==> config.mk <==
export PLATFORM = sky130hd
export DESIGN_NAME = snd_top
export DESIGN_NICKNAME = d
export VERILOG_FILES = /design/src/logic/snd_pkg.sv /design/src/logic/snd_regs.sv /design/src/logic/snd_tick_timer.sv /design/src/logic/pcm_fetch_fsm.sv /design/src/logic/snd_mixer.sv /design/src/logic/snd_top.sv
export VERILOG_INCLUDE_DIRS = /design/src /design/src/logic
export SDC_FILE = /design/constraint.sdc
export NUM_CORES = 1
export LEC_CHECK = 0
export ABC_CLOCK_PERIOD_IN_PS = 9300
export BUFFER_PORTS_ARGS = -buffer_cell sky130_fd_sc_hd__buf_2
export CORE_MARGIN = 3
export CORE_UTILIZATION = 40
export CTS_BUF_LIST = sky130_fd_sc_hd__clkbuf_8
export DETAILED_ROUTE_END_ITERATION = 16
export HOLD_SLACK_MARGIN = 0.02
export PLACE_DENSITY = 0.68
export SLEW_MARGIN = 10
export SYNTH_ARGS = -nofsm -noshare
export SYNTH_HDL_FRONTEND = slang
export SYNTH_SLANG_ARGS = --single-unit
==> constraint.sdc <==
create_clock -name clk -period 9.3 [get_ports clk]
set_input_delay 0.93 -clock clk [delete_from_list [all_inputs] [get_ports clk]]
set_output_delay 0.93 -clock clk [all_outputs]
set_load 0.02 [all_outputs]
==> src/logic/snd_consts.svh <==
// sound block constants
`ifndef SND_CONSTS_SVH
`define SND_CONSTS_SVH

`define SND_VOICES      2       // pcm voices
`define SND_ADDR_W      19      // rom byte address
`define SND_APB_AW      8
`define SND_DIV_W       16      // sample rate divider

// global registers
`define SND_REG_CTRL    8'h00   // bit 0 enable
`define SND_REG_RATE    8'h04
`define SND_REG_STATUS  8'h08   // read only, active bit per voice

// voice registers, base + 0x10 per voice
`define SND_VREG_BASE   8'h10
`define SND_VREG_START  4'h0
`define SND_VREG_END    4'h4
`define SND_VREG_GAIN   4'h8
`define SND_VREG_CTRL   4'hC

// voice ctrl bits
`define SND_VCTRL_KEYON 0       // write only, self clearing
`define SND_VCTRL_LOOP  1
`define SND_VCTRL_PANL  2
`define SND_VCTRL_PANR  3

`endif

==> src/logic/snd_pkg.sv <==
// sound block types
`include "snd_consts.svh"

package snd_pkg;

    // byte address into the sample rom
    typedef logic [`SND_ADDR_W-1:0] pcm_addr_t;

    // raw pcm sample, two's complement
    typedef logic signed [7:0] pcm_sample_t;

    // 4.4 fixed point, 0x10 is unity
    typedef logic [7:0] snd_gain_t;

    // fetch sequencer
    typedef enum logic [2:0] {
        IDLE,   // waiting for a tick
        REQ,    // look at the current voice
        WAIT,   // rom transfer in flight
        NEXT,   // step past a fetched voice
        MIX     // pass done, strobe the mixer
    } fetch_state_t;

endpackage

==> src/logic/snd_regs.sv <==
// apb register file
`include "snd_consts.svh"

module snd_regs (
    input  logic                     clk,
    input  logic                     arst_n,
    // apb
    input  logic                     psel,
    input  logic                     penable,
    input  logic                     pwrite,
    input  logic [`SND_APB_AW-1:0]   paddr,
    input  logic [31:0]              pwdata,
    output logic [31:0]              prdata,
    output logic                     pready,
    output logic                     pslverr,
    // global settings
    output logic                     enable,
    output logic [`SND_DIV_W-1:0]    rate_div,
    // voice settings
    output snd_pkg::pcm_addr_t       start_addr [`SND_VOICES],
    output snd_pkg::pcm_addr_t       end_addr   [`SND_VOICES],
    output snd_pkg::snd_gain_t       gain       [`SND_VOICES],
    output logic [`SND_VOICES-1:0]   loop,
    output logic [`SND_VOICES-1:0]   pan_left,
    output logic [`SND_VOICES-1:0]   pan_right,
    output logic [`SND_VOICES-1:0]   key_on,
    input  logic [`SND_VOICES-1:0]   active
);

    localparam int VW = $clog2(`SND_VOICES);

    logic                   access;
    logic                   mapped;
    logic                   ro_hit;
    logic                   wr_en;
    logic                   voice_hit;
    logic [`SND_APB_AW-1:0] voff;
    logic [`SND_APB_AW-5:0] vidx;
    logic [VW-1:0]          vsel;
    logic [3:0]             vreg;

    assign access = psel & penable;        // apb access phase
    assign voff   = paddr - `SND_VREG_BASE;
    assign vidx   = voff[`SND_APB_AW-1:4];
    assign vsel   = vidx[VW-1:0];
    assign vreg   = voff[3:0];

    assign voice_hit = (paddr >= `SND_VREG_BASE) && (vidx < `SND_VOICES);
    assign ro_hit    = paddr == `SND_REG_STATUS;

    // decode and read mux
    always_comb begin
        mapped = 1'b0;
        prdata = '0;
        if (paddr == `SND_REG_CTRL) begin
            mapped = 1'b1;
            prdata = 32'(enable);
        end else if (paddr == `SND_REG_RATE) begin
            mapped = 1'b1;
            prdata = 32'(rate_div);
        end else if (ro_hit) begin
            mapped = 1'b1;
            prdata = 32'(active);          // live voice status
        end else if (voice_hit) begin
            case (vreg)
                `SND_VREG_START: begin
                    mapped = 1'b1;
                    prdata = 32'(start_addr[vsel]);
                end
                `SND_VREG_END: begin
                    mapped = 1'b1;
                    prdata = 32'(end_addr[vsel]);
                end
                `SND_VREG_GAIN: begin
                    mapped = 1'b1;
                    prdata = 32'(gain[vsel]);
                end
                `SND_VREG_CTRL: begin
                    mapped = 1'b1;
                    // key-on never reads back
                    prdata = 32'({pan_right[vsel], pan_left[vsel], loop[vsel], 1'b0});
                end
                default: mapped = 1'b0;
            endcase
        end
    end

    assign pready  = 1'b1;                  // zero wait states
    assign pslverr = access & (~mapped | (pwrite & ro_hit));
    assign wr_en   = access & pwrite & mapped & ~ro_hit;

    always_ff @(posedge clk or negedge arst_n) begin
        if (!arst_n) begin
            enable    <= 1'b0;
            rate_div  <= '0;
            loop      <= '0;
            pan_left  <= '0;
            pan_right <= '0;
            key_on    <= '0;
            for (int v = 0; v < `SND_VOICES; v++) begin
                start_addr[v] <= '0;
                end_addr[v]   <= '0;
                gain[v]       <= '0;
            end
        end else begin
            key_on <= '0;                   // one cycle pulse
            if (wr_en) begin
                if (paddr == `SND_REG_CTRL) begin
                    enable <= pwdata[0];
                end else if (paddr == `SND_REG_RATE) begin
                    rate_div <= pwdata[`SND_DIV_W-1:0];
                end else begin
                    case (vreg)
                        `SND_VREG_START: start_addr[vsel] <= pwdata[`SND_ADDR_W-1:0];
                        `SND_VREG_END:   end_addr[vsel]   <= pwdata[`SND_ADDR_W-1:0];
                        `SND_VREG_GAIN:  gain[vsel]       <= pwdata[7:0];
                        default: begin
                            key_on[vsel]    <= pwdata[`SND_VCTRL_KEYON];
                            loop[vsel]      <= pwdata[`SND_VCTRL_LOOP];
                            pan_left[vsel]  <= pwdata[`SND_VCTRL_PANL];
                            pan_right[vsel] <= pwdata[`SND_VCTRL_PANR];
                        end
                    endcase
                end
            end
        end
    end

endmodule

==> src/logic/snd_tick_timer.sv <==
// sample rate timer
`include "snd_consts.svh"

module snd_tick_timer (
    input  logic                  clk,
    input  logic                  arst_n,
    input  logic                  enable,
    input  logic [`SND_DIV_W-1:0] rate_div,
    output logic                  tick
);

    logic [`SND_DIV_W-1:0] count;

    // one tick every rate_div+1 clocks
    always_ff @(posedge clk or negedge arst_n) begin
        if (!arst_n) begin
            count <= '0;
            tick  <= 1'b0;
        end else begin
            tick <= 1'b0;
            if (!enable) begin
                count <= rate_div;          // parked at reload
            end else if (count == '0) begin
                count <= rate_div;
                tick  <= 1'b1;
            end else begin
                count <= count - 1'b1;
            end
        end
    end

endmodule

==> src/logic/pcm_fetch_fsm.sv <==
// pcm voice fetch sequencer
`include "snd_consts.svh"

module pcm_fetch_fsm (
    input  logic                    clk,
    input  logic                    arst_n,
    input  logic                    tick,
    input  logic [`SND_VOICES-1:0]  key_on,
    input  snd_pkg::pcm_addr_t      start_addr [`SND_VOICES],
    input  snd_pkg::pcm_addr_t      end_addr   [`SND_VOICES],
    input  logic [`SND_VOICES-1:0]  loop,
    // sample rom
    output snd_pkg::pcm_addr_t      rom_addr,
    output logic                    rom_cs,
    input  logic [7:0]              rom_data,
    input  logic                    rom_ok,
    // to mixer and status
    output snd_pkg::pcm_sample_t    samples [`SND_VOICES],
    output logic [`SND_VOICES-1:0]  active,
    output logic                    mix_strobe
);

    import snd_pkg::*;

    localparam int VW = $clog2(`SND_VOICES);

    fetch_state_t   state;
    logic [VW-1:0]  vcur;                   // voice being served
    logic           last;
    pcm_addr_t      addr [`SND_VOICES];     // next byte per voice

    assign last = vcur == VW'(`SND_VOICES - 1);

    always_ff @(posedge clk or negedge arst_n) begin
        if (!arst_n) begin
            state      <= IDLE;
            vcur       <= '0;
            rom_cs     <= 1'b0;
            rom_addr   <= '0;
            mix_strobe <= 1'b0;
            active     <= '0;
            for (int v = 0; v < `SND_VOICES; v++) begin
                addr[v]    <= '0;
                samples[v] <= '0;
            end
        end else begin
            mix_strobe <= 1'b0;
            case (state)
                IDLE: begin
                    if (tick) begin         // busy ticks are simply lost
                        vcur  <= '0;
                        state <= REQ;
                    end
                end
                REQ: begin
                    if (active[vcur]) begin
                        rom_cs   <= 1'b1;
                        rom_addr <= addr[vcur];
                        state    <= WAIT;
                    end else begin
                        samples[vcur] <= '0;    // silent voice, one cycle
                        if (last) begin
                            state <= MIX;
                        end else begin
                            vcur <= vcur + 1'b1;
                        end
                    end
                end
                WAIT: begin
                    if (rom_ok) begin
                        rom_cs        <= 1'b0;
                        samples[vcur] <= pcm_sample_t'(rom_data);
                        // end and loop rule on the byte just read
                        if (rom_addr == end_addr[vcur]) begin
                            if (loop[vcur]) begin
                                addr[vcur] <= start_addr[vcur];
                            end else begin
                                active[vcur] <= 1'b0;
                            end
                        end else begin
                            addr[vcur] <= rom_addr + 1'b1;
                        end
                        state <= NEXT;
                    end
                end
                NEXT: begin
                    if (last) begin
                        state <= MIX;
                    end else begin
                        vcur  <= vcur + 1'b1;
                        state <= REQ;
                    end
                end
                MIX: begin
                    mix_strobe <= 1'b1;
                    state      <= IDLE;
                end
                default: state <= IDLE;
            endcase

            // key-on wins over the fetch update
            for (int v = 0; v < `SND_VOICES; v++) begin
                if (key_on[v]) begin
                    addr[v]   <= start_addr[v];
                    active[v] <= 1'b1;
                end
            end
        end
    end

endmodule

==> src/logic/snd_mixer.sv <==
// pcm gain and pan mixer
`include "snd_consts.svh"

module snd_mixer (
    input  logic                    clk,
    input  logic                    arst_n,
    input  logic                    mix_strobe,
    input  snd_pkg::pcm_sample_t    samples [`SND_VOICES],
    input  snd_pkg::snd_gain_t      gain    [`SND_VOICES],
    input  logic [`SND_VOICES-1:0]  pan_left,
    input  logic [`SND_VOICES-1:0]  pan_right,
    output logic signed [15:0]      snd_left,
    output logic signed [15:0]      snd_right,
    output logic                    sample,
    output logic                    peak
);

    // 8b sample, x256, 9b signed gain, plus growth for the sum
    localparam int CW = 25 + $clog2(`SND_VOICES);

    logic signed [CW-1:0] contrib [`SND_VOICES];
    logic signed [CW-1:0] sum_l;
    logic signed [CW-1:0] sum_r;
    logic signed [15:0]   sat_l;
    logic signed [15:0]   sat_r;
    logic                 ovf_l;
    logic                 ovf_r;

    function automatic logic signed [15:0] sat16(input logic signed [CW-1:0] x);
        if (x > 32767) begin
            return 16'sh7fff;
        end else if (x < -32768) begin
            return 16'sh8000;
        end
        return x[15:0];
    endfunction

    always_comb begin
        sum_l = '0;
        sum_r = '0;
        for (int v = 0; v < `SND_VOICES; v++) begin
            // gain is 4.4, so drop four fraction bits
            contrib[v] = ((CW'(samples[v]) <<< 8) * $signed({1'b0, gain[v]})) >>> 4;
            if (pan_left[v])  sum_l = sum_l + contrib[v];
            if (pan_right[v]) sum_r = sum_r + contrib[v];
        end
        sat_l = sat16(sum_l);
        sat_r = sat16(sum_r);
        ovf_l = sum_l != CW'(sat_l);        // clipped
        ovf_r = sum_r != CW'(sat_r);
    end

    always_ff @(posedge clk or negedge arst_n) begin
        if (!arst_n) begin
            snd_left  <= '0;
            snd_right <= '0;
            peak      <= 1'b0;
            sample    <= 1'b0;
        end else begin
            sample <= mix_strobe;           // marks the new output
            if (mix_strobe) begin
                snd_left  <= sat_l;
                snd_right <= sat_r;
                peak      <= ovf_l | ovf_r;
            end
        end
    end

endmodule

==> src/logic/snd_top.sv <==
// pcm sound block
`include "snd_consts.svh"

module snd_top (
    input  logic                    clk,
    input  logic                    arst_n,
    // apb host port
    input  logic                    psel,
    input  logic                    penable,
    input  logic                    pwrite,
    input  logic [`SND_APB_AW-1:0]  paddr,
    input  logic [31:0]             pwdata,
    output logic [31:0]             prdata,
    output logic                    pready,
    output logic                    pslverr,
    // sample rom
    output snd_pkg::pcm_addr_t      rom_addr,
    output logic                    rom_cs,
    input  logic [7:0]              rom_data,
    input  logic                    rom_ok,
    // sound output
    output logic signed [15:0]      snd_left,
    output logic signed [15:0]      snd_right,
    output logic                    sample,
    output logic                    peak
);

    logic                   enable;
    logic [`SND_DIV_W-1:0]  rate_div;
    logic                   tick;
    logic                   mix_strobe;
    logic [`SND_VOICES-1:0] loop;
    logic [`SND_VOICES-1:0] pan_left;
    logic [`SND_VOICES-1:0] pan_right;
    logic [`SND_VOICES-1:0] key_on;
    logic [`SND_VOICES-1:0] active;
    snd_pkg::pcm_addr_t     start_addr [`SND_VOICES];
    snd_pkg::pcm_addr_t     end_addr   [`SND_VOICES];
    snd_pkg::snd_gain_t     gain       [`SND_VOICES];
    snd_pkg::pcm_sample_t   samples    [`SND_VOICES];

    snd_regs u_regs (
        .clk        ( clk        ),
        .arst_n     ( arst_n     ),
        .psel       ( psel       ),
        .penable    ( penable    ),
        .pwrite     ( pwrite     ),
        .paddr      ( paddr      ),
        .pwdata     ( pwdata     ),
        .prdata     ( prdata     ),
        .pready     ( pready     ),
        .pslverr    ( pslverr    ),
        .enable     ( enable     ),
        .rate_div   ( rate_div   ),
        .start_addr ( start_addr ),
        .end_addr   ( end_addr   ),
        .gain       ( gain       ),
        .loop       ( loop       ),
        .pan_left   ( pan_left   ),
        .pan_right  ( pan_right  ),
        .key_on     ( key_on     ),
        .active     ( active     )
    );

    snd_tick_timer u_timer (
        .clk        ( clk        ),
        .arst_n     ( arst_n     ),
        .enable     ( enable     ),
        .rate_div   ( rate_div   ),
        .tick       ( tick       )
    );

    pcm_fetch_fsm u_fetch (
        .clk        ( clk        ),
        .arst_n     ( arst_n     ),
        .tick       ( tick       ),
        .key_on     ( key_on     ),
        .start_addr ( start_addr ),
        .end_addr   ( end_addr   ),
        .loop       ( loop       ),
        .rom_addr   ( rom_addr   ),
        .rom_cs     ( rom_cs     ),
        .rom_data   ( rom_data   ),
        .rom_ok     ( rom_ok     ),
        .samples    ( samples    ),
        .active     ( active     ),
        .mix_strobe ( mix_strobe )
    );

    snd_mixer u_mixer (
        .clk        ( clk        ),
        .arst_n     ( arst_n     ),
        .mix_strobe ( mix_strobe ),
        .samples    ( samples    ),
        .gain       ( gain       ),
        .pan_left   ( pan_left   ),
        .pan_right  ( pan_right  ),
        .snd_left   ( snd_left   ),
        .snd_right  ( snd_right  ),
        .sample     ( sample     ),
        .peak       ( peak       )
    );

endmodule

# ---- After elaboration in Yosys (flattened, before gate mapping)
# Index checks and enable logic that the tools add are counted.
dict set report classes {
  eq_ne 21
  n_addsub 6
  reduce_logical 34
  n_mul 2
  mux 110
  n_lt_le_gt_ge 14
  n_bitwise 20
}
# op count
set op_table {}
lappend op_table {{19-bit 2-to-1 mux} 19}
lappend op_table {{16-bit 2-to-1 mux} 10}
lappend op_table {{38-bit bitwise mux} 4}
lappend op_table {{38-bit 2-to-1 mux} 4}
lappend op_table {{32-bit 2-to-1 mux} 4}
lappend op_table {{26-bit 2-to-1 mux} 4}
lappend op_table {{19-bit case mux with 4 select lines} 1}
lappend op_table {{26-bit by 21-bit adder with 26-bit output} 2}
lappend op_table {{26-bit by 16-bit greater-than comparator with 1-bit output (second input constant)} 2}
lappend op_table {{26-bit by 16-bit less-than comparator with 1-bit output (second input constant)} 2}
lappend op_table {{26-bit by 16-bit inequality test with 1-bit output} 2}
lappend op_table {{8-bit 2-to-1 mux} 5}
lappend op_table {{19-bit demux with 1-bit select} 2}
lappend op_table {{8-bit by 9-bit multiplier with 17-bit output} 2}
lappend op_table {{16-bit bitwise mux} 2}
lappend op_table {{16-bit case mux with 2 select lines} 1}
lappend op_table {{1-bit 2-to-1 mux} 31}
lappend op_table {{4-bit AND reduction} 6}
lappend op_table {{3-bit AND reduction} 7}
lappend op_table {{19-bit by 1-bit adder with 19-bit output (second input constant)} 1}
lappend op_table {{19-bit == test} 1}
lappend op_table {{16-bit AND} 1}
lappend op_table {{8-bit demux with 1-bit select} 2}
lappend op_table {{16-bit logical NOT} 1}
lappend op_table {{other kinds (43)} 91}
dict set report totals {
  elab_cells 236
  regBits 249
  input_bits 54
}

# ---- Logic depth before layout (Yosys ltp)
dict set report depth {
  depth_word 11
  ltp_mapped 31
  mapped_depth_nobuf 29
}

# ---- By module
# From an unflattened synthesis, not the netlist that was laid out.
dict set report unflattened {
  hier_cells 1993
  area_unflattened_um2 19344.8
}
# module cells_each instances area_per_inst_um2 seq_area_each_um2
set by_module_without_submodules {}
lappend by_module_without_submodules {snd_mixer 999 1 8061.5 700.7}
lappend by_module_without_submodules {snd_regs 429 1 5794.3 2927.8}
lappend by_module_without_submodules {pcm_fetch_fsm 468 1 4546.9 2026.9}
lappend by_module_without_submodules {snd_tick_timer 97 1 942.2 425.4}

# ---- Least setup slack after synthesis
# OpenSTA, ideal clock, no wires.
dict set report synth_timing {
  path_kind {reg2reg}
  from {register u_regs.gain[1] (netlist name)}
  to {register u_mixer.peak}
  slack_ps 2545
  required_time_ps 9179
  n_path_buf 2
  period_less_slack_ps 6755
  arrival_ps 6634
  stages_incl_launch_ff 28
  setup_time_ps 121
  cell_sequence {dfrtp_1 clkbuf_1 nand2_1 fa_1 fa_1 inv_1 fa_1 inv_1 fa_1 inv_1 ha_1 a21oi_1 o21bai_1 a21oi_1 nor2b_1 o21a_1 o31a_1 o41ai_1 xnor2_1 ha_1 nor3b_1 o211ai_1 o22a_2 or4b_1 a221oi_1 o211ai_2 buf_6 o22a_1}
}
dict set report synth_via {
  elab_chain_len 9
  word_cells_on_any_way 20
  cone_classes {add/sub (2); mul (1); order compare (4); eq/ne (2); mux (10); bitwise (1)}
}
# element line
set synth_lines {}
lappend synth_lines {{start, declared} snd_regs.sv:22} ;# output snd_pkg::snd_gain_t gain [`SND_VOICES],
lappend synth_lines {{start signal, assigned by index} snd_regs.sv:116} ;# `SND_VREG_GAIN: gain[vsel] <= pwdata[7:0];
lappend synth_lines {{8-bit by 9-bit multiplier with 17-bit output *} snd_mixer.sv:43} ;# contrib[v] = ((CW'(samples[v]) <<< 8) * $signed({1'b0, gain[v]})) >>> 4;
lappend synth_lines {{26-bit by 21-bit adder with 26-bit output (on tied branches)} {snd_mixer.sv:44, snd_mixer.sv:45}}
lappend synth_lines {{26-bit 2-to-1 mux (on tied branches)} {snd_mixer.sv:44, snd_mixer.sv:45}}
lappend synth_lines {{26-bit by 16-bit less-than comparator with 1-bit output} snd_mixer.sv:32} ;# end else if (x < -32768) begin
lappend synth_lines {{1-bit 2-to-1 mux} snd_mixer.sv:32}
lappend synth_lines {{1-bit 2-to-1 mux} snd_mixer.sv:30} ;# if (x > 32767) begin
lappend synth_lines {{16-bit 2-to-1 mux} snd_mixer.sv:35} ;# return x[15:0];
lappend synth_lines {{26-bit by 16-bit inequality test with 1-bit output (on tied branches)} {snd_mixer.sv:49, snd_mixer.sv:50}}
lappend synth_lines {{1-bit OR *} snd_mixer.sv:64} ;# peak <= ovf_l | ovf_r;
lappend synth_lines {{end signal, assigned} snd_mixer.sv:64}
lappend synth_lines {{end, declared} snd_mixer.sv:15} ;# output logic peak
# Mark *: on every way between the ends. The rest lies on a longest branch, timed or not.
# A chain may end at the register's enable or synchronous reset.

# ---- Worst setup path after layout
dict set report layout_timing {
  from {register u_regs.gain[6] (netlist name)}
  to {register u_mixer.peak}
}
# Same word-level chain as after synthesis.

==> flow_summary_export.csv <==
group,metric,value,unit
setup_path,critPathMaxFanout,12,
timing,fin_tns_setup,0,ns
route,ant_nets,0,
final_layout,stdcell_count,2749,
worst_hold_path,holdCritPathClass,"input port to async pin",
logic_synthesis,synth-simple-area-share,15.6,%
logic_synthesis,ys_warn_count,0,
route,wl_per_cell,19.7,µm
setup_path,crit_type,"register to register",
timing,drv_slew,0,
setup_path,arrival,8.17,ns
timing,slew_headroom,22.5,%
final_layout,layout_commonest_cell,"dfrtp_1",
logic_synthesis,yosys.area.top_type,"dfrtp_1",
logic_synthesis,synth_xor_area_share,4.05,%
pwr,peakVddDrop,0.188,mV
clock_network,cts_sinks,243,
clock_network,cts_hold_buf,0,
die,row_count,79,
final_layout,synthToLayoutAreaGrowth,9.40,%
clock_network,clk_path_buf_depth,3,
logic_synthesis,synth_ff_type,"dfrtp_1",
timing,fin_skew,0.0207,ns
die,io_pins,142,
logic_synthesis,synthTopCellsByArea,"dfrtp_1 32%, ha_1 8.1%, fa_1 7.9%, mux2_2 6.0%, mux2i_1 4.0%",
timing,setup_viol,0,
route,routed_wl,54200,µm
logic_synthesis,avgSynthCellArea,9.46,µm²
timing,tightest_slew,1.16,ns
setup_path,r2r_start,"u_regs.gain[6]",
logic_synthesis,syn_area,19200,µm²
logic_synthesis,synth_compound_area_share,14.0,%
clock_network,cts_resized,0,
logic_synthesis,seq_area_frac_synth,31.6,%
route,first_pass_iters,5,
clock_network,cts_buffers,44,
final_layout,num_antenna_cells,0,
grt,grt_max_degree,87,
setup_path,start_kind,"register",
logic_synthesis,synth_top_area_share,31.6,%
route,route.detailed.drc,0,
timing,fmax,0.130,GHz
clock_network,insertion_delay,0.61,ns
logic_synthesis,synth_top_family_by_area,"adder cells",
timing,rsz0062_at_grt,"false",
grt,grt_pass1_vias,15500,
placement,dpl.cell_count,2671,
clock_network,cts_tree,"built",
clock_network,cts_root_buffer,"clkbuf_8",
final_layout,final_nets,2364,
die,die_h,225,µm
grt,grt.overflow.total,0,
setup_path,required,9.78,ns
final_layout,drive_above_1_share,16.4,%
run,drv_cap,0,
timing,period_share,82.7,%
grt,grtUsageTotal,21.0,%
pwr,p_per_area,159,nW/µm²
logic_synthesis,synth_mux_area_share,12.2,%
die,floorplan.die_area,50800,µm²
timing,hold_viol_final,0,
setup_path,r2r_setup_slack,1.61,ns
final_layout,layout_common_cells,"242 x dfrtp_1, 191 x inv_1, 168 x nand2_1, 154 x nor2_1, 124 x ha_1",
setup_path,worstRegToRegCells,25,
route,vias,15500,
grt,grt_pass1_wl,84800,µm
placement,gp_congestion,0.905,
route,via_per_inst,5.63,
die,dieWidth,225,µm
logic_synthesis,synth-edff-count,0,
setup_path,crit_path_end_kind,"register",
status,status,"finished clean",
die,start_util,40.9,%
timing,min_period,7.69,ns
setup_path,r2r_end,"u_mixer.peak",
clock_network,cts_setup_buffers,0,
placement,dp.final_hpwl,40200,µm
clock_network,cts.clk_slew.worst_paths,0.06,ns
grt,antenna_found_initial,0,
die,core,47100,µm²
pwr,leakagePower,10.5,nW
clock_network,htree_num_levels,2,
placement,port_buffers,114,
logic_synthesis,synthArstFlopShare,100,%
route,drt_iter0_drc,1129,
logic_synthesis,ys_ff_latch,243,
logic_synthesis,ys_types,98,
logic_synthesis,syn_inst,2033,
logic_synthesis,synthAdderAreaFrac,16.0,%
==> cell usage after synthesis, types with 5 or more instances <==
master and n:
xnor2_1 54, mux4_2 10, nand3_1 25, a221oi_1 5
o21ai_0 58, a21oi_1 122, nor3_1 29, nand4_1 12
buf_4 22, dfrtp_1 243, mux2i_1 76, and3_1 14
a21o_1 17, a32o_1 8, o21bai_1 8, nand2_1 168
nand2b_1 16, inv_1 175, mux2_1 19, o21a_1 14
fa_1 76, a22o_1 6, and2_2 6, xor2_1 35
o211ai_1 6, ha_1 124, a22oi_1 8, o22ai_1 8
a31oi_1 10, a211oi_1 22, o22a_1 22, clkbuf_1 62
mux2_2 102, nor2_1 154, o221ai_2 9, nor4_1 8
buf_1 8, nor2b_1 22, buf_2 12, and4_1 5
o21ai_1 29, and2_1 103
==> layout make-up <==
| cell class | instances | area (µm²) |
|---|---|---|
| clock inverters | 31 | 225 |
| inverters | 176 | 661 |
| fillers | 4497 | 26000 |
| multi-input cells | 1515 | 12000 |
| well taps | 607 | 759 |
| clock buffers | 47 | 647 |
| flip-flops and latches | 243 | 6080 |
| repair buffers | 130 | 701 |
==> how the worst max path moves through the flow <==
stage / from / to / slack (ns) / cells past startpoint
2_1_floorplan: u_regs.gain[1] / u_mixer.peak / 2.54 / 27
3_3_place_gp: u_regs.gain[0] / u_mixer.peak / 1.73 / 25
3_5_place_dp: u_regs.gain[0] / u_mixer.peak / 1.62 / 25
4_1_cts: u_regs.gain[0] / u_mixer.peak / 1.60 / 25
5_1_grt: u_regs.gain[0] / u_mixer.peak / 1.08 / 25
6_report: u_regs.gain[6] / u_mixer.peak / 1.61 / 25
==> where the power goes <==
group | leakage, nW | total, W | internal (W) | switching, W
clock | 0.514 | 0.00101 | 0.000533 | 0.000477
sequential | 3.32 | 0.00139 | 0.00120 | 0.000187
combinational | 6.65 | 0.000952 | 0.000356 | 0.000596
total | 10.5 | 0.00335 | 0.00209 | 0.00126
==> state kept, by name, indices dropped and copies added, names as in the netlist, 3 cells and up <==
name,count
u_regs.end_addr,38
u_regs.rate_div,16
u_regs.start_addr,38
u_fetch.state,3
u_regs.gain,16
u_fetch.rom_addr,19
u_mixer.snd_right,13
u_timer.count,16
u_mixer.snd_left,13
u_fetch.addr,38
u_fetch.samples,16
==> metal layers <==
layer | up-vias | routed length, µm | track usage, %
met5 | - | 0 | 0
met4 | 0 | 2260 | 9.02
met3 | 128 | 2830 | 3.44
met2 | 469 | 26900 | 36.4
met1 | 7694 | 22200 | 25.9
li1 | 7197 | - | -
==> worst max-delay path: stages, from the launching register on <==
cell	delay, ns
dfrtp_1	0.66
nand2_1	0.14
fa_1	0.51
fa_1	0.52
inv_1	0.05
fa_1	0.47
inv_1	0.06
fa_1	0.52
inv_1	0.04
ha_1	0.32
a21oi_1	0.22
o21bai_1	0.09
a21oi_1	0.21
nor2b_1	0.08
o21a_1	0.18
o31a_1	0.26
o41ai_1	0.34
xnor2_1	0.21
ha_1	0.38
nor3b_1	0.32
o211ai_1	0.14
o22a_2	0.29
or4b_1	0.48
a221oi_1	0.32
o211ai_2	0.41
o22a_1	0.32
==> logic make-up after synthesis <==
group / count (synthesis)
buffers and inverters: 287
DFF: 243
other: 2
muxes: 207
and+or+nand+nor: 601
xor gates and xnor gates: 89
adders and majority gates: 200
AOI/OAI and AO/OA: 404
==> through the flow <==
| stage | setup WS [ns] | hold WS (ns) | area [µm²] | total power [W] | util [%] |
|---|---|---|---|---|---|
| global placement | 1.73 | 0.464 | 20200 | 0.00231 | 42.9 |
| global route | 1.08 | 0.310 | 21000 | 0.00354 | 44.7 |
| finish | 1.61 | 0.281 | 21000 | 0.00335 | 44.7 |
| CTS | 1.60 | 0.275 | 21000 | 0.00336 | 44.7 |
| floorplan | 2.54 | 0.399 | 19300 | 0.00203 | - |
| detailed placement | 1.62 | 0.481 | 20200 | 0.00234 | 42.9 |
Note: power is estimated with default switching activity, not from simulation.
